--- src/rv32i_isa.sv ---
package rv32i_isa;

    // major opcodes, inst[6:0].
    typedef enum logic [6:0] {
        opc_lui      = 7'b0110111,
        opc_auipc    = 7'b0010111,
        opc_jal      = 7'b1101111,
        opc_jalr     = 7'b1100111,
        opc_branch   = 7'b1100011,
        opc_load     = 7'b0000011,
        opc_store    = 7'b0100011,
        opc_op_imm   = 7'b0010011,
        opc_op       = 7'b0110011,
        opc_misc_mem = 7'b0001111,  // fence.
        opc_system   = 7'b1110011   // ecall, ebreak, csr.
    } opcode_t;

    // which immediate an instruction carries.
    typedef enum logic [2:0] {
        fmt_none = 3'd0,
        fmt_i    = 3'd1,
        fmt_s    = 3'd2,
        fmt_b    = 3'd3,
        fmt_u    = 3'd4,
        fmt_j    = 3'd5
    } imm_fmt_t;

    typedef logic [2:0] funct3_t;
    typedef logic [6:0] funct7_t;
    typedef logic [4:0] reg_idx_t;

    // funct7 on register-register ops.
    localparam funct7_t funct7_base = 7'b0000000;
    localparam funct7_t funct7_alt  = 7'b0100000;  // sub, sra.

endpackage
--- src/rv32i_types.sv ---
package rv32i_types;

    import rv32i_isa::*;

    typedef logic [3:0] imem_rmask_t;

    // instruction register contents, split into fields.
    typedef struct packed {
        logic        valid;
        logic [31:0] pc;
        logic [63:0] order;
        logic [31:0] inst;
        opcode_t     opcode;
        funct3_t     funct3;
        funct7_t     funct7;
        reg_idx_t    rs1_s;
        reg_idx_t    rs2_s;
        reg_idx_t    rd_s;
        logic [31:0] i_imm;
        logic [31:0] s_imm;
        logic [31:0] b_imm;
        logic [31:0] u_imm;
        logic [31:0] j_imm;
    } if_id_stage_reg_t;

    // decoded record handed to execute.
    typedef struct packed {
        logic        valid;
        logic [31:0] pc;
        logic [63:0] order;
        logic [31:0] inst;
        reg_idx_t    rs1_s;
        reg_idx_t    rs2_s;
        reg_idx_t    rd_s;
        funct3_t     funct3;
        funct7_t     funct7;
        imm_fmt_t    imm_fmt;
        logic [31:0] imm;
        logic        reg_write;
        logic        mem_read;
        logic        mem_write;
        logic        branch;
        logic        jump;
        logic        illegal;
    } id_ex_stage_reg_t;

endpackage

--- src/rv32i_frontend.sv ---
`timescale 1ns/1ps

module rv32i_frontend
import rv32i_types::*;
#(
    parameter logic [31:0] RESET_PC = 32'h6000_0000
) (
    input  logic             clk,
    input  logic             rst,
    input  logic             stall,
    input  logic             pc_sel,
    input  logic [31:0]      pc_br_jp,
    output logic [31:0]      imem_addr,
    output imem_rmask_t      imem_rmask,
    input  logic [31:0]      imem_rdata,
    input  logic             imem_resp,
    output id_ex_stage_reg_t id_ex
);

    if_id_stage_reg_t if_id;
    logic             load_ir;
    logic             slot_free;
    logic             id_ready;
    logic [31:0]      fetch_pc;
    logic [63:0]      fetch_order;

    // ir is free when empty or drained this cycle.
    assign slot_free = ~if_id.valid | id_ready;

    if_stage #(
        .RESET_PC(RESET_PC)
    ) fetch (
        .clk        (clk),
        .rst        (rst),
        .pc_sel     (pc_sel),
        .pc_br_jp   (pc_br_jp),
        .slot_free  (slot_free),
        .imem_addr  (imem_addr),
        .imem_rmask (imem_rmask),
        .imem_resp  (imem_resp),
        .load_ir    (load_ir),
        .fetch_pc   (fetch_pc),
        .fetch_order(fetch_order)
    );

    ir ir_reg (
        .clk    (clk),
        .rst    (rst),
        .load_ir(load_ir),
        .flush  (pc_sel),
        .hold   (stall),
        .in     (imem_rdata),
        .pc     (fetch_pc),
        .order  (fetch_order),
        .out    (if_id)
    );

    id_stage decode (
        .clk     (clk),
        .rst     (rst),
        .stall   (stall),
        .flush   (pc_sel),
        .if_id   (if_id),
        .id_ready(id_ready),
        .id_ex   (id_ex)
    );

endmodule

--- src/id_stage.sv ---
`timescale 1ns/1ps

module id_stage
import rv32i_isa::*;
import rv32i_types::*;
(
    input  logic             clk,
    input  logic             rst,
    input  logic             stall,
    input  logic             flush,
    input  if_id_stage_reg_t if_id,
    output logic             id_ready,
    output id_ex_stage_reg_t id_ex
);

    id_ex_stage_reg_t dec;
    imm_fmt_t         fmt;
    logic [31:0]      imm;
    logic             reg_write;
    logic             mem_read;
    logic             mem_write;
    logic             branch;
    logic             jump;
    logic             illegal;

    assign id_ready = ~stall;

    // opcode to format and control bits.
    always_comb begin
        fmt       = fmt_none;
        reg_write = 1'b0;
        mem_read  = 1'b0;
        mem_write = 1'b0;
        branch    = 1'b0;
        jump      = 1'b0;
        illegal   = 1'b0;
        case (if_id.opcode)
            opc_lui, opc_auipc: begin
                fmt       = fmt_u;
                reg_write = 1'b1;
            end
            opc_jal: begin
                fmt       = fmt_j;
                reg_write = 1'b1;
                jump      = 1'b1;
            end
            opc_jalr: begin
                fmt       = fmt_i;
                reg_write = 1'b1;
                jump      = 1'b1;
            end
            opc_branch: begin
                fmt    = fmt_b;
                branch = 1'b1;
            end
            opc_load: begin
                fmt       = fmt_i;
                reg_write = 1'b1;
                mem_read  = 1'b1;
            end
            opc_store: begin
                fmt       = fmt_s;
                mem_write = 1'b1;
            end
            opc_op_imm: begin
                fmt       = fmt_i;
                reg_write = 1'b1;
            end
            opc_op: begin
                if (if_id.funct7 == funct7_base || if_id.funct7 == funct7_alt) begin
                    reg_write = 1'b1;
                end else begin
                    illegal = 1'b1;
                end
            end
            opc_misc_mem, opc_system: begin
                fmt = fmt_none;  // no register side effect here.
            end
            default: begin
                illegal = 1'b1;
            end
        endcase
    end

    always_comb begin
        case (fmt)
            fmt_i:   imm = if_id.i_imm;
            fmt_s:   imm = if_id.s_imm;
            fmt_b:   imm = if_id.b_imm;
            fmt_u:   imm = if_id.u_imm;
            fmt_j:   imm = if_id.j_imm;
            default: imm = 32'h0000_0000;
        endcase
    end

    always_comb begin
        dec.valid     = if_id.valid;
        dec.pc        = if_id.pc;
        dec.order     = if_id.order;
        dec.inst      = if_id.inst;
        dec.rs1_s     = if_id.rs1_s;
        dec.rs2_s     = if_id.rs2_s;
        dec.rd_s      = if_id.rd_s;
        dec.funct3    = if_id.funct3;
        dec.funct7    = if_id.funct7;
        dec.imm_fmt   = fmt;
        dec.imm       = imm;
        // writes to x0 are dropped.
        dec.reg_write = if_id.valid & reg_write & (if_id.rd_s != 5'd0);
        dec.mem_read  = if_id.valid & mem_read;
        dec.mem_write = if_id.valid & mem_write;
        dec.branch    = if_id.valid & branch;
        dec.jump      = if_id.valid & jump;
        dec.illegal   = if_id.valid & illegal;
    end

    always_ff @(posedge clk) begin
        if (rst || flush) begin
            id_ex <= '0;
        end else if (!stall) begin
            id_ex <= dec;
        end
    end

endmodule

--- src/if_stage.sv ---
`timescale 1ns/1ps

module if_stage
import rv32i_types::*;
#(
    parameter logic [31:0] RESET_PC = 32'h6000_0000
) (
    input  logic        clk,
    input  logic        rst,
    input  logic        pc_sel,
    input  logic [31:0] pc_br_jp,
    input  logic        slot_free,
    output logic [31:0] imem_addr,
    output imem_rmask_t imem_rmask,
    input  logic        imem_resp,
    output logic        load_ir,
    output logic [31:0] fetch_pc,
    output logic [63:0] fetch_order
);

    typedef enum logic {
        s_reset,
        s_fetching
    } state_t;

    state_t      state, state_next;
    logic [31:0] pc;
    logic [31:0] redir_pc;
    logic [63:0] order;
    logic        busy;           // request outstanding.
    logic        redir_pending;
    logic        ir_full;        // mirrors the ir valid bit.
    logic        issue;
    logic        req_active;

    always_comb begin
        state_next = state;
        issue      = 1'b0;
        case (state)
            s_reset: begin
                state_next = s_fetching;
            end
            s_fetching: begin
                // a redirect this cycle makes pc stale.
                issue = ~busy & slot_free & ~pc_sel;
            end
        endcase
    end

    assign req_active  = busy | issue;
    assign imem_addr   = pc;
    assign imem_rmask  = req_active ? 4'b1111 : 4'b0000;
    assign load_ir     = req_active & imem_resp & ~redir_pending & ~pc_sel;
    assign fetch_pc    = pc;
    assign fetch_order = order;

    always_ff @(posedge clk) begin
        if (rst) begin
            state         <= s_reset;
            pc            <= RESET_PC;
            order         <= '0;
            busy          <= 1'b0;
            redir_pending <= 1'b0;
            ir_full       <= 1'b0;
        end else begin
            state <= state_next;
            busy  <= req_active & ~imem_resp;

            if (pc_sel) begin
                if (req_active && !imem_resp) begin
                    // address must hold until the response.
                    redir_pending <= 1'b1;
                    redir_pc      <= pc_br_jp;
                end else begin
                    redir_pending <= 1'b0;
                    pc            <= pc_br_jp;
                end
            end else if (req_active && imem_resp) begin
                redir_pending <= 1'b0;
                pc            <= redir_pending ? redir_pc : pc + 32'd4;
            end

            // the flushed ir entry gives its number back.
            if (pc_sel) begin
                if (ir_full) order <= order - 64'd1;
            end else if (load_ir) begin
                order <= order + 64'd1;
            end

            if (pc_sel) ir_full <= 1'b0;
            else if (load_ir) ir_full <= 1'b1;
            else if (slot_free) ir_full <= 1'b0;
        end
    end

endmodule

--- src/ir.sv ---
`timescale 1ns/1ps

module ir
import rv32i_isa::*;
import rv32i_types::*;
(
    input  logic             clk,
    input  logic             rst,
    input  logic             load_ir,
    input  logic             flush,
    input  logic             hold,
    input  logic [31:0]      in,
    input  logic [31:0]      pc,
    input  logic [63:0]      order,
    output if_id_stage_reg_t out
);

    logic        valid;
    logic [31:0] inst;
    logic [31:0] pc_q;
    logic [63:0] order_q;

    always_ff @(posedge clk) begin
        if (rst || flush) begin
            valid <= 1'b0;
        end else if (load_ir) begin
            valid <= 1'b1;
        end else if (!hold) begin
            valid <= 1'b0;  // consumed by decode.
        end
    end

    always_ff @(posedge clk) begin
        if (load_ir) begin
            inst    <= in;
            pc_q    <= pc;
            order_q <= order;
        end
    end

    always_comb begin
        out.valid  = valid;
        out.pc     = pc_q;
        out.order  = order_q;
        out.inst   = inst;
        out.opcode = opcode_t'(inst[6:0]);
        out.funct3 = inst[14:12];
        out.funct7 = inst[31:25];
        out.rs1_s  = inst[19:15];
        out.rs2_s  = inst[24:20];
        out.rd_s   = inst[11:7];
        // all immediates sign extend from bit 31.
        out.i_imm  = {{21{inst[31]}}, inst[30:20]};
        out.s_imm  = {{21{inst[31]}}, inst[30:25], inst[11:7]};
        out.b_imm  = {{20{inst[31]}}, inst[7], inst[30:25], inst[11:8], 1'b0};
        out.u_imm  = {inst[31:12], 12'h000};
        out.j_imm  = {{12{inst[31]}}, inst[19:12], inst[20], inst[30:21], 1'b0};
    end

endmodule

--- config.mk ---
export PLATFORM = sky130hd
export DESIGN_NAME = rv32i_frontend
export DESIGN_NICKNAME = d
export VERILOG_FILES = /design/src/rv32i_isa.sv /design/src/rv32i_types.sv /design/src/rv32i_frontend.sv /design/src/id_stage.sv /design/src/if_stage.sv /design/src/ir.sv
export SDC_FILE = /design/constraint.sdc
export NUM_CORES = 1
export LEC_CHECK = 0
export ABC_AREA = 1
export BUFFER_PORTS_ARGS = -buffer_cell sky130_fd_sc_hd__buf_4
export CAP_MARGIN = 20
export CORE_ASPECT_RATIO = 1.75
export CORE_MARGIN = 2
export CORE_UTILIZATION = 35
export CTS_CLUSTER_DIAMETER = 100
export CTS_CLUSTER_SIZE = 20
export DETAILED_ROUTE_END_ITERATION = 16
export MAX_ROUTING_LAYER = met4
export SLEW_MARGIN = 20
export SYNTH_ARGS = -nofsm -noshare
export SYNTH_HDL_FRONTEND = slang
export SYNTH_SLANG_ARGS = --single-unit
--- constraint.sdc ---
create_clock -name clk -period 7.2 [get_ports clk]
set_input_delay 0.72 -clock clk [delete_from_list [all_inputs] [get_ports clk]]
set_output_delay 0.72 -clock clk [all_outputs]
set_load 0.1 [all_outputs]
== After elaboration in Yosys (flattened, before gate mapping) ==
Cells that the tools add are included.
Operators by class
  bitwise operators: 22
  reduce and logical (&&, ||, !) cells: 19
  multiplexer cells: 27
  add/subtract/negate cells: 3
  equal/unequal tests: 20
Operators with widths (number)
  64-bit 2-to-1 mux: 3
  32-bit one-hot mux with 5 select lines: 1
  32-bit 2-to-1 mux: 4
  64-bit by 1-bit adder with 64-bit output, second input constant: 1
  64-bit by 1-bit subtractor with 64-bit output, second input constant: 1
  32-bit by 3-bit adder with 32-bit output, second input constant: 1
  7-bit by 6-bit equality test with 1-bit output, second input constant: 4
  7-bit equality test, second input constant: 4
  1-bit 2-to-1 mux: 15
  3-bit one-hot mux with 5 select lines: 1
  7-bit by 5-bit equality test with 1-bit output, second input constant: 2
  1-bit bitwise AND: 13
  10-bit OR reduction: 1
  7-bit by 2-bit equality test with 1-bit output, second input constant: 1
  7-bit by 4-bit equality test with 1-bit output, second input constant: 1
  7-bit logical NOT: 1
  1-bit inverter: 7
  3-bit by 2-bit equality test with 1-bit output, second input constant: 2
  3-bit equality test, second input constant: 2
  2-bit nonzero test: 3
  2-bit OR reduction: 3
  6-bit OR reduction: 1
  5-bit nonzero test: 1
  4-bit 2-to-1 mux: 1
  11 further kinds: 17
Word-level totals
  word-level logic and storage cells: 119
  register bits after elaboration: 456
  input bits: 69
  output and inout port bits: 231

== Longest topological paths before layout ==
  depth in word-level cells: 11
  depth in mapped cells: 15
  mapped depth without buffers: 15

== By module ==
A second synthesis with hierarchy kept.
Unflattened totals
  cells, all modules: 3555
  area total of the unflattened synthesis: 25418.1 µm²
Modules (own cells, without submodules)
  if_stage: cells an instance 2005, sequential area each 2962.8 µm², area each 11826.3 µm², instances 1
  id_stage: cells an instance 1219, sequential area each 3903.7 µm², area each 8245.4 µm², instances 1
  ir: cells an instance 329, sequential area each 3863.7 µm², area each 5338.9 µm², instances 1
  rv32i_frontend: cells an instance 2, sequential area each 0.0 µm², area each 7.5 µm², instances 1

== Worst setup path after synthesis ==
No wires, ideal clock.
  path kind: input port to flip-flop
  start point: in pc_sel
  end point: reg ir_reg.inst[0] (enable)
  data arrival time: 3688 ps
  required time: 6719 ps
  setup time: 481 ps
  stages: 5
  buffers on the path: 0
  path slack: 3031 ps
  cell sequence: inv_1 a31oi_2 nor2_1 nand2_1 inv_1
On the way
  cells in the longest elaborated chain, start to end: 7
RTL lines
  start, declared: line rv32i_frontend.sv:11  | input logic pc_sel,
  1-bit inverter (*): line if_stage.sv:45, if_stage.sv:53
  1-bit bitwise AND: line if_stage.sv:45  | issue = ~busy & slot_free & ~pc_sel;
  1-bit 2-to-1 mux: line if_stage.sv:39  | case (state)
  1-bit bitwise OR: line if_stage.sv:50  | assign req_active = busy | issue;
  1-bit bitwise AND (2 in series): line if_stage.sv:53  | assign load_ir = req_active & imem_resp & ~redir_pending & ~pc_sel;
  1-bit bitwise AND (*): line if_stage.sv:53
  via fetch.load_ir: line if_stage.sv:16  | output logic load_ir,
  end signal, assigned: line ir.sv:35  | inst <= in;
  end, declared: line ir.sv:19  | logic [31:0] inst;
Mark *: on every way through the listed nets, which the timed path passes. The rest lies on a longest branch.
A chain may end at the register's enable or synchronous reset.

== Final worst setup path ==
  start point: in pc_sel
  end point: reg fetch.order[62] (netlist: fetch.fetch_order[62])
On the way
  cells in the longest elaborated chain, start to end: 9
  elaborated cells on any way between the ends: 11
  classes of those cells: eq/ne (1); mux (2); bitwise (6); reduce/logical (2)
RTL lines
  1-bit inverter: line if_stage.sv:45, if_stage.sv:53
  1-bit bitwise AND: line if_stage.sv:45
  1-bit 2-to-1 mux: line if_stage.sv:39
  1-bit bitwise OR: line if_stage.sv:50
  1-bit bitwise AND (3 in series): line if_stage.sv:53
  2-bit nonzero test (no source line)
  2-bit AND reduction (no source line)
  end signal, assigned: line if_stage.sv:85  | if (ir_full) order <= order - 64'd1;
  end signal, assigned: line if_stage.sv:87  | order <= order + 64'd1;
  end, declared: line if_stage.sv:29  | logic [63:0] order;
Several ways; a longest one is shown, not always the timed one.

==> summary.txt <==
Synthesis
  • Synth area leader: dfxtp_1
  • Cells after synthesis: around 2,700
  • Netlist cell types: 56
  • Seq cells post-synth: between 400 and 500
  • Async S/R FF share, synth: 0%
  • Synth warn: 0
  • Synth area leaders: dfxtp_1 25%, edfxtp_1 23%, nand2_1 14%, a21oi_1 6.2%, inv_1 6.0%
  • Sequential fraction of the synthesis area: a little under half
  • Syn avg cell area: about 8 um^2
  • Mapped Nets: between 2,000 and 3,000
  • Share of the synthesized area in the top cell type: 25.4%
  • Number of flops mapped to enable cells by yosys: 160
  • Mapped Area: between 20,000 and 25,000 um^2
  • Prevailing post-synth register cell: dfxtp_1

Clock network
  • CTS tree: built
  • Sink Count: between 400 and 500
  • H-tree depth: 1
  • Hold Buf Count CTS: 0
  • Register clock-pin slew on the reported worst setup and hold paths: roughly 0.090 ns
  • Total setup buffers inserted after CTS: 0
  • CTS root buf: clkbuf_16
  • Latest clock arrival within the worst-skew pair: ~0.60 ns
  • CTS resizes: 0
  • Clock buffer depth: 3
  • CTS Buf Count: 25

Drt
  • Vias: approximately 19,000
  • Final ANT Viol Nets: 0
  • Routed Wire Length: between 60,000 and 70,000 um
  • Initial DRC Count: 880
  • Drt pass-1 iters: 5
  • Wire per inst: approximately 18 um
  • # DRC: 0
  • Vias per Instance: 4.93

Worst setup path
  • Critical path peak fanout: between 40 and 50
  • WP data required: about 7.7 ns
  • Critical path arrival: 3.83 ns
  • Setup CP Type: input port to flip-flop
  • Worst Setup End Kind: flip-flop
  • Crit path launch type: input port

Pwr
  • Seq pwr share: 52.0%
  • Sw power: 1.68 mW
  • PnR Total Power: approximately 5.2 mW
  • Clock share of power: between 20% and 30%
  • Gate power share: 18.9%
  • Int Power: 3.50 mW
  • VDD IR max: about 180 uV
  • Power Density: around 210 nW/um^2
  • Sw frac: between 30% and 40%
  • Cell leakage power: approximately 11 nW

Timing
  • Worst Tran Pin Value: 0.908 ns
  • Clk_skew: about 0.04 ns
  • Post-layout min period: about 3.3 ns
  • Setup TNS: 0 ns
  • Fmax: around 0.3 GHz
  • Final period utilization: between 40% and 50%
  • Final WS setup: just under 4 ns
  • Final Max Slew Viols: 0
  • Slew HR: between 30% and 40%
  • Final hold violations: 0
  • RSZ-0062 raised after global routing: false
  • Count of final setup violators: 0

Die
  • IO Pins: 300
  • Die area: about 63,000 um^2
  • Starting Density: between 30 and 40%
  • Die W: approximately 190 um
  • Core ar.: roughly 60,000 um^2
  • Chip Height: between 300 and 400 um
  • Num rows: approximately 120

Status
  • Status: complete, no violations

Global routing
  • First-pass GRT wire length: between 100,000 and 150,000 um
  • Vias in the first global route: ~18,000
  • Grt ovf: 0
  • Gr usage total: around 22%
  • Largest net degree at the start of global routing: around 120
  • Initial antenna violation count: 0

Finish
  • Area growth syn-to-layout: 16.2%
  • Ant diodes: 0
  • Layout cells sized above 1: ~14%
  • Commonest non-fill, non-tap cell in the layout: nand2_1
  • Most frequent cells in the layout: 823 x nand2_1, 338 x inv_1, 314 x buf_4, 271 x dfxtp_1, 263 x a21oi_1
  • Fill cell count: ~6,300
  • Final nets: 3,083

Place
  • DP HPWL: ~53,000 um
  • DP Worst Slack: ~3.2 ns
  • Port bufs: between 200 and 300
  • Routability Congestion: approximately 1.0

Job
  • Max_cap viols: 0

Worst hold path
  • HP Class: input port to flip-flop
area by class of cell:
class                           instances  area [um^2]  share of cell area (%)
Clock inverter                          2         20.0                  0.0807
Sequential cell                       431        10200                    41.3
Tap cell                              786          983                    3.97
Multi-Input combinational cell       1825         9170                    37.0
Inverter                              353         1340                    5.40
Timing Repair Buffer                  314         2360                    9.51
Clock buffer                           43          693                    2.80
flip-flops by register name, summed over array words and instances (netlist names), 32 cells and up:
signal / flops
fetch.fetch_pc: 32
ir_reg.pc_q: 32
ir_reg.order_q: 64
fetch.fetch_order: 64
fetch.redir_pc: 32
ir_reg.inst: 32
decode.id_ex: 170
cells in the mapped netlist, types with 10 or more instances:
| cell type | count |
|---|---|
| a21oi_1 | 263 |
| a41oi_1 | 14 |
| edfxtp_1 | 160 |
| nand3_1 | 102 |
| xnor2_1 | 13 |
| xor2_1 | 29 |
| a221oi_1 | 13 |
| inv_2 | 12 |
| buf_4 | 29 |
| nand4_1 | 15 |
| o21bai_1 | 37 |
| inv_1 | 341 |
| dfxtp_1 | 271 |
| nor3_1 | 14 |
| buf_2 | 20 |
| ha_1 | 63 |
| nand2_2 | 12 |
| nor2_1 | 171 |
| clkbuf_1 | 60 |
| a211oi_1 | 10 |
| a21oi_2 | 11 |
| nand2_1 | 823 |
| o21ai_0 | 146 |
per-stage QoR:
stage / util (%) / hold WS [ns] / instances / cell area, um^2
global route: 41.1 / 0.267 / 3754 / 24800
finish: 41.1 / 0.296 / 3754 / 24800
detailed placement: 39.9 / 0.443 / 3709 / 24100
CTS: 41.1 / 0.253 / 3754 / 24800
floorplan: - / 0.429 / 2730 / 21300
global placement: 39.9 / 0.439 / 3709 / 24100
cells by family (layout without fill, tap and decap cells):
logic type	after synthesis	after routing	synth area share [%]
AND/OR/NAND/NOR	1175	1175	22.8
AO/OA/AOI/OAI	543	543	14.6
buffers and inverters	474	712	9.07
flip-flops	431	431	48.0
adder cells (fa/ha/maj)	64	64	3.79
XOR/XNOR	43	43	1.80
power groups by stage:
stage | Combinational (mW) | Clock (mW) | Sequential (mW)
6_report | 0.981 | 1.51 | 2.69
5_1_grt | 1.05 | 1.65 | 2.70
4_1_cts | 0.984 | 1.58 | 2.69
3_5_place_dp | 0.982 | 0 | 2.75
3_3_place_gp | 0.981 | 0 | 2.75
2_1_floorplan | 0.433 | 0 | 3.01
critical path, stage by stage:
cell and delay (ns):
buf_4 0.46, buf_4 0.52, ha_1 0.37, a21oi_1 0.19, nand2_1 0.17, nand3_1 0.11
nand2_1 0.15, nand2_1 0.10, nand2_1 0.16, nand2_1 0.13, nand2_1 0.18, nand2_1 0.17
nand2_1 0.07, nand2_1 0.07, nand3_1 0.06, nand2_1 0.08, inv_1 0.03
metal layers:
layer	global-route usage, %	routed length (um)
met5	-	0
met3	2.36	2960
met1	23.6	26600
met4	10.7	3590
met2	40.2	36000
worst paths after layout:
path                               startpoint                                 end  slack (ns)  cells past startpoint
max                                    pc_sel  fetch.fetch_order[62]$_SDFFE_PP0P_        3.88                     17
min reg2reg      decode.id_ex[3]$_SDFFE_PP0N_        decode.id_ex[3]$_SDFFE_PP0N_        0.46                      2
max reg2reg  fetch.redir_pending$_SDFFE_PP0P_        ir_reg.order_q[32]$_DFFE_PP_        4.42                      5
min                            imem_rdata[26]           ir_reg.inst[26]$_DFFE_PP_        0.30                      1
(Power assumes the default switching activity.)
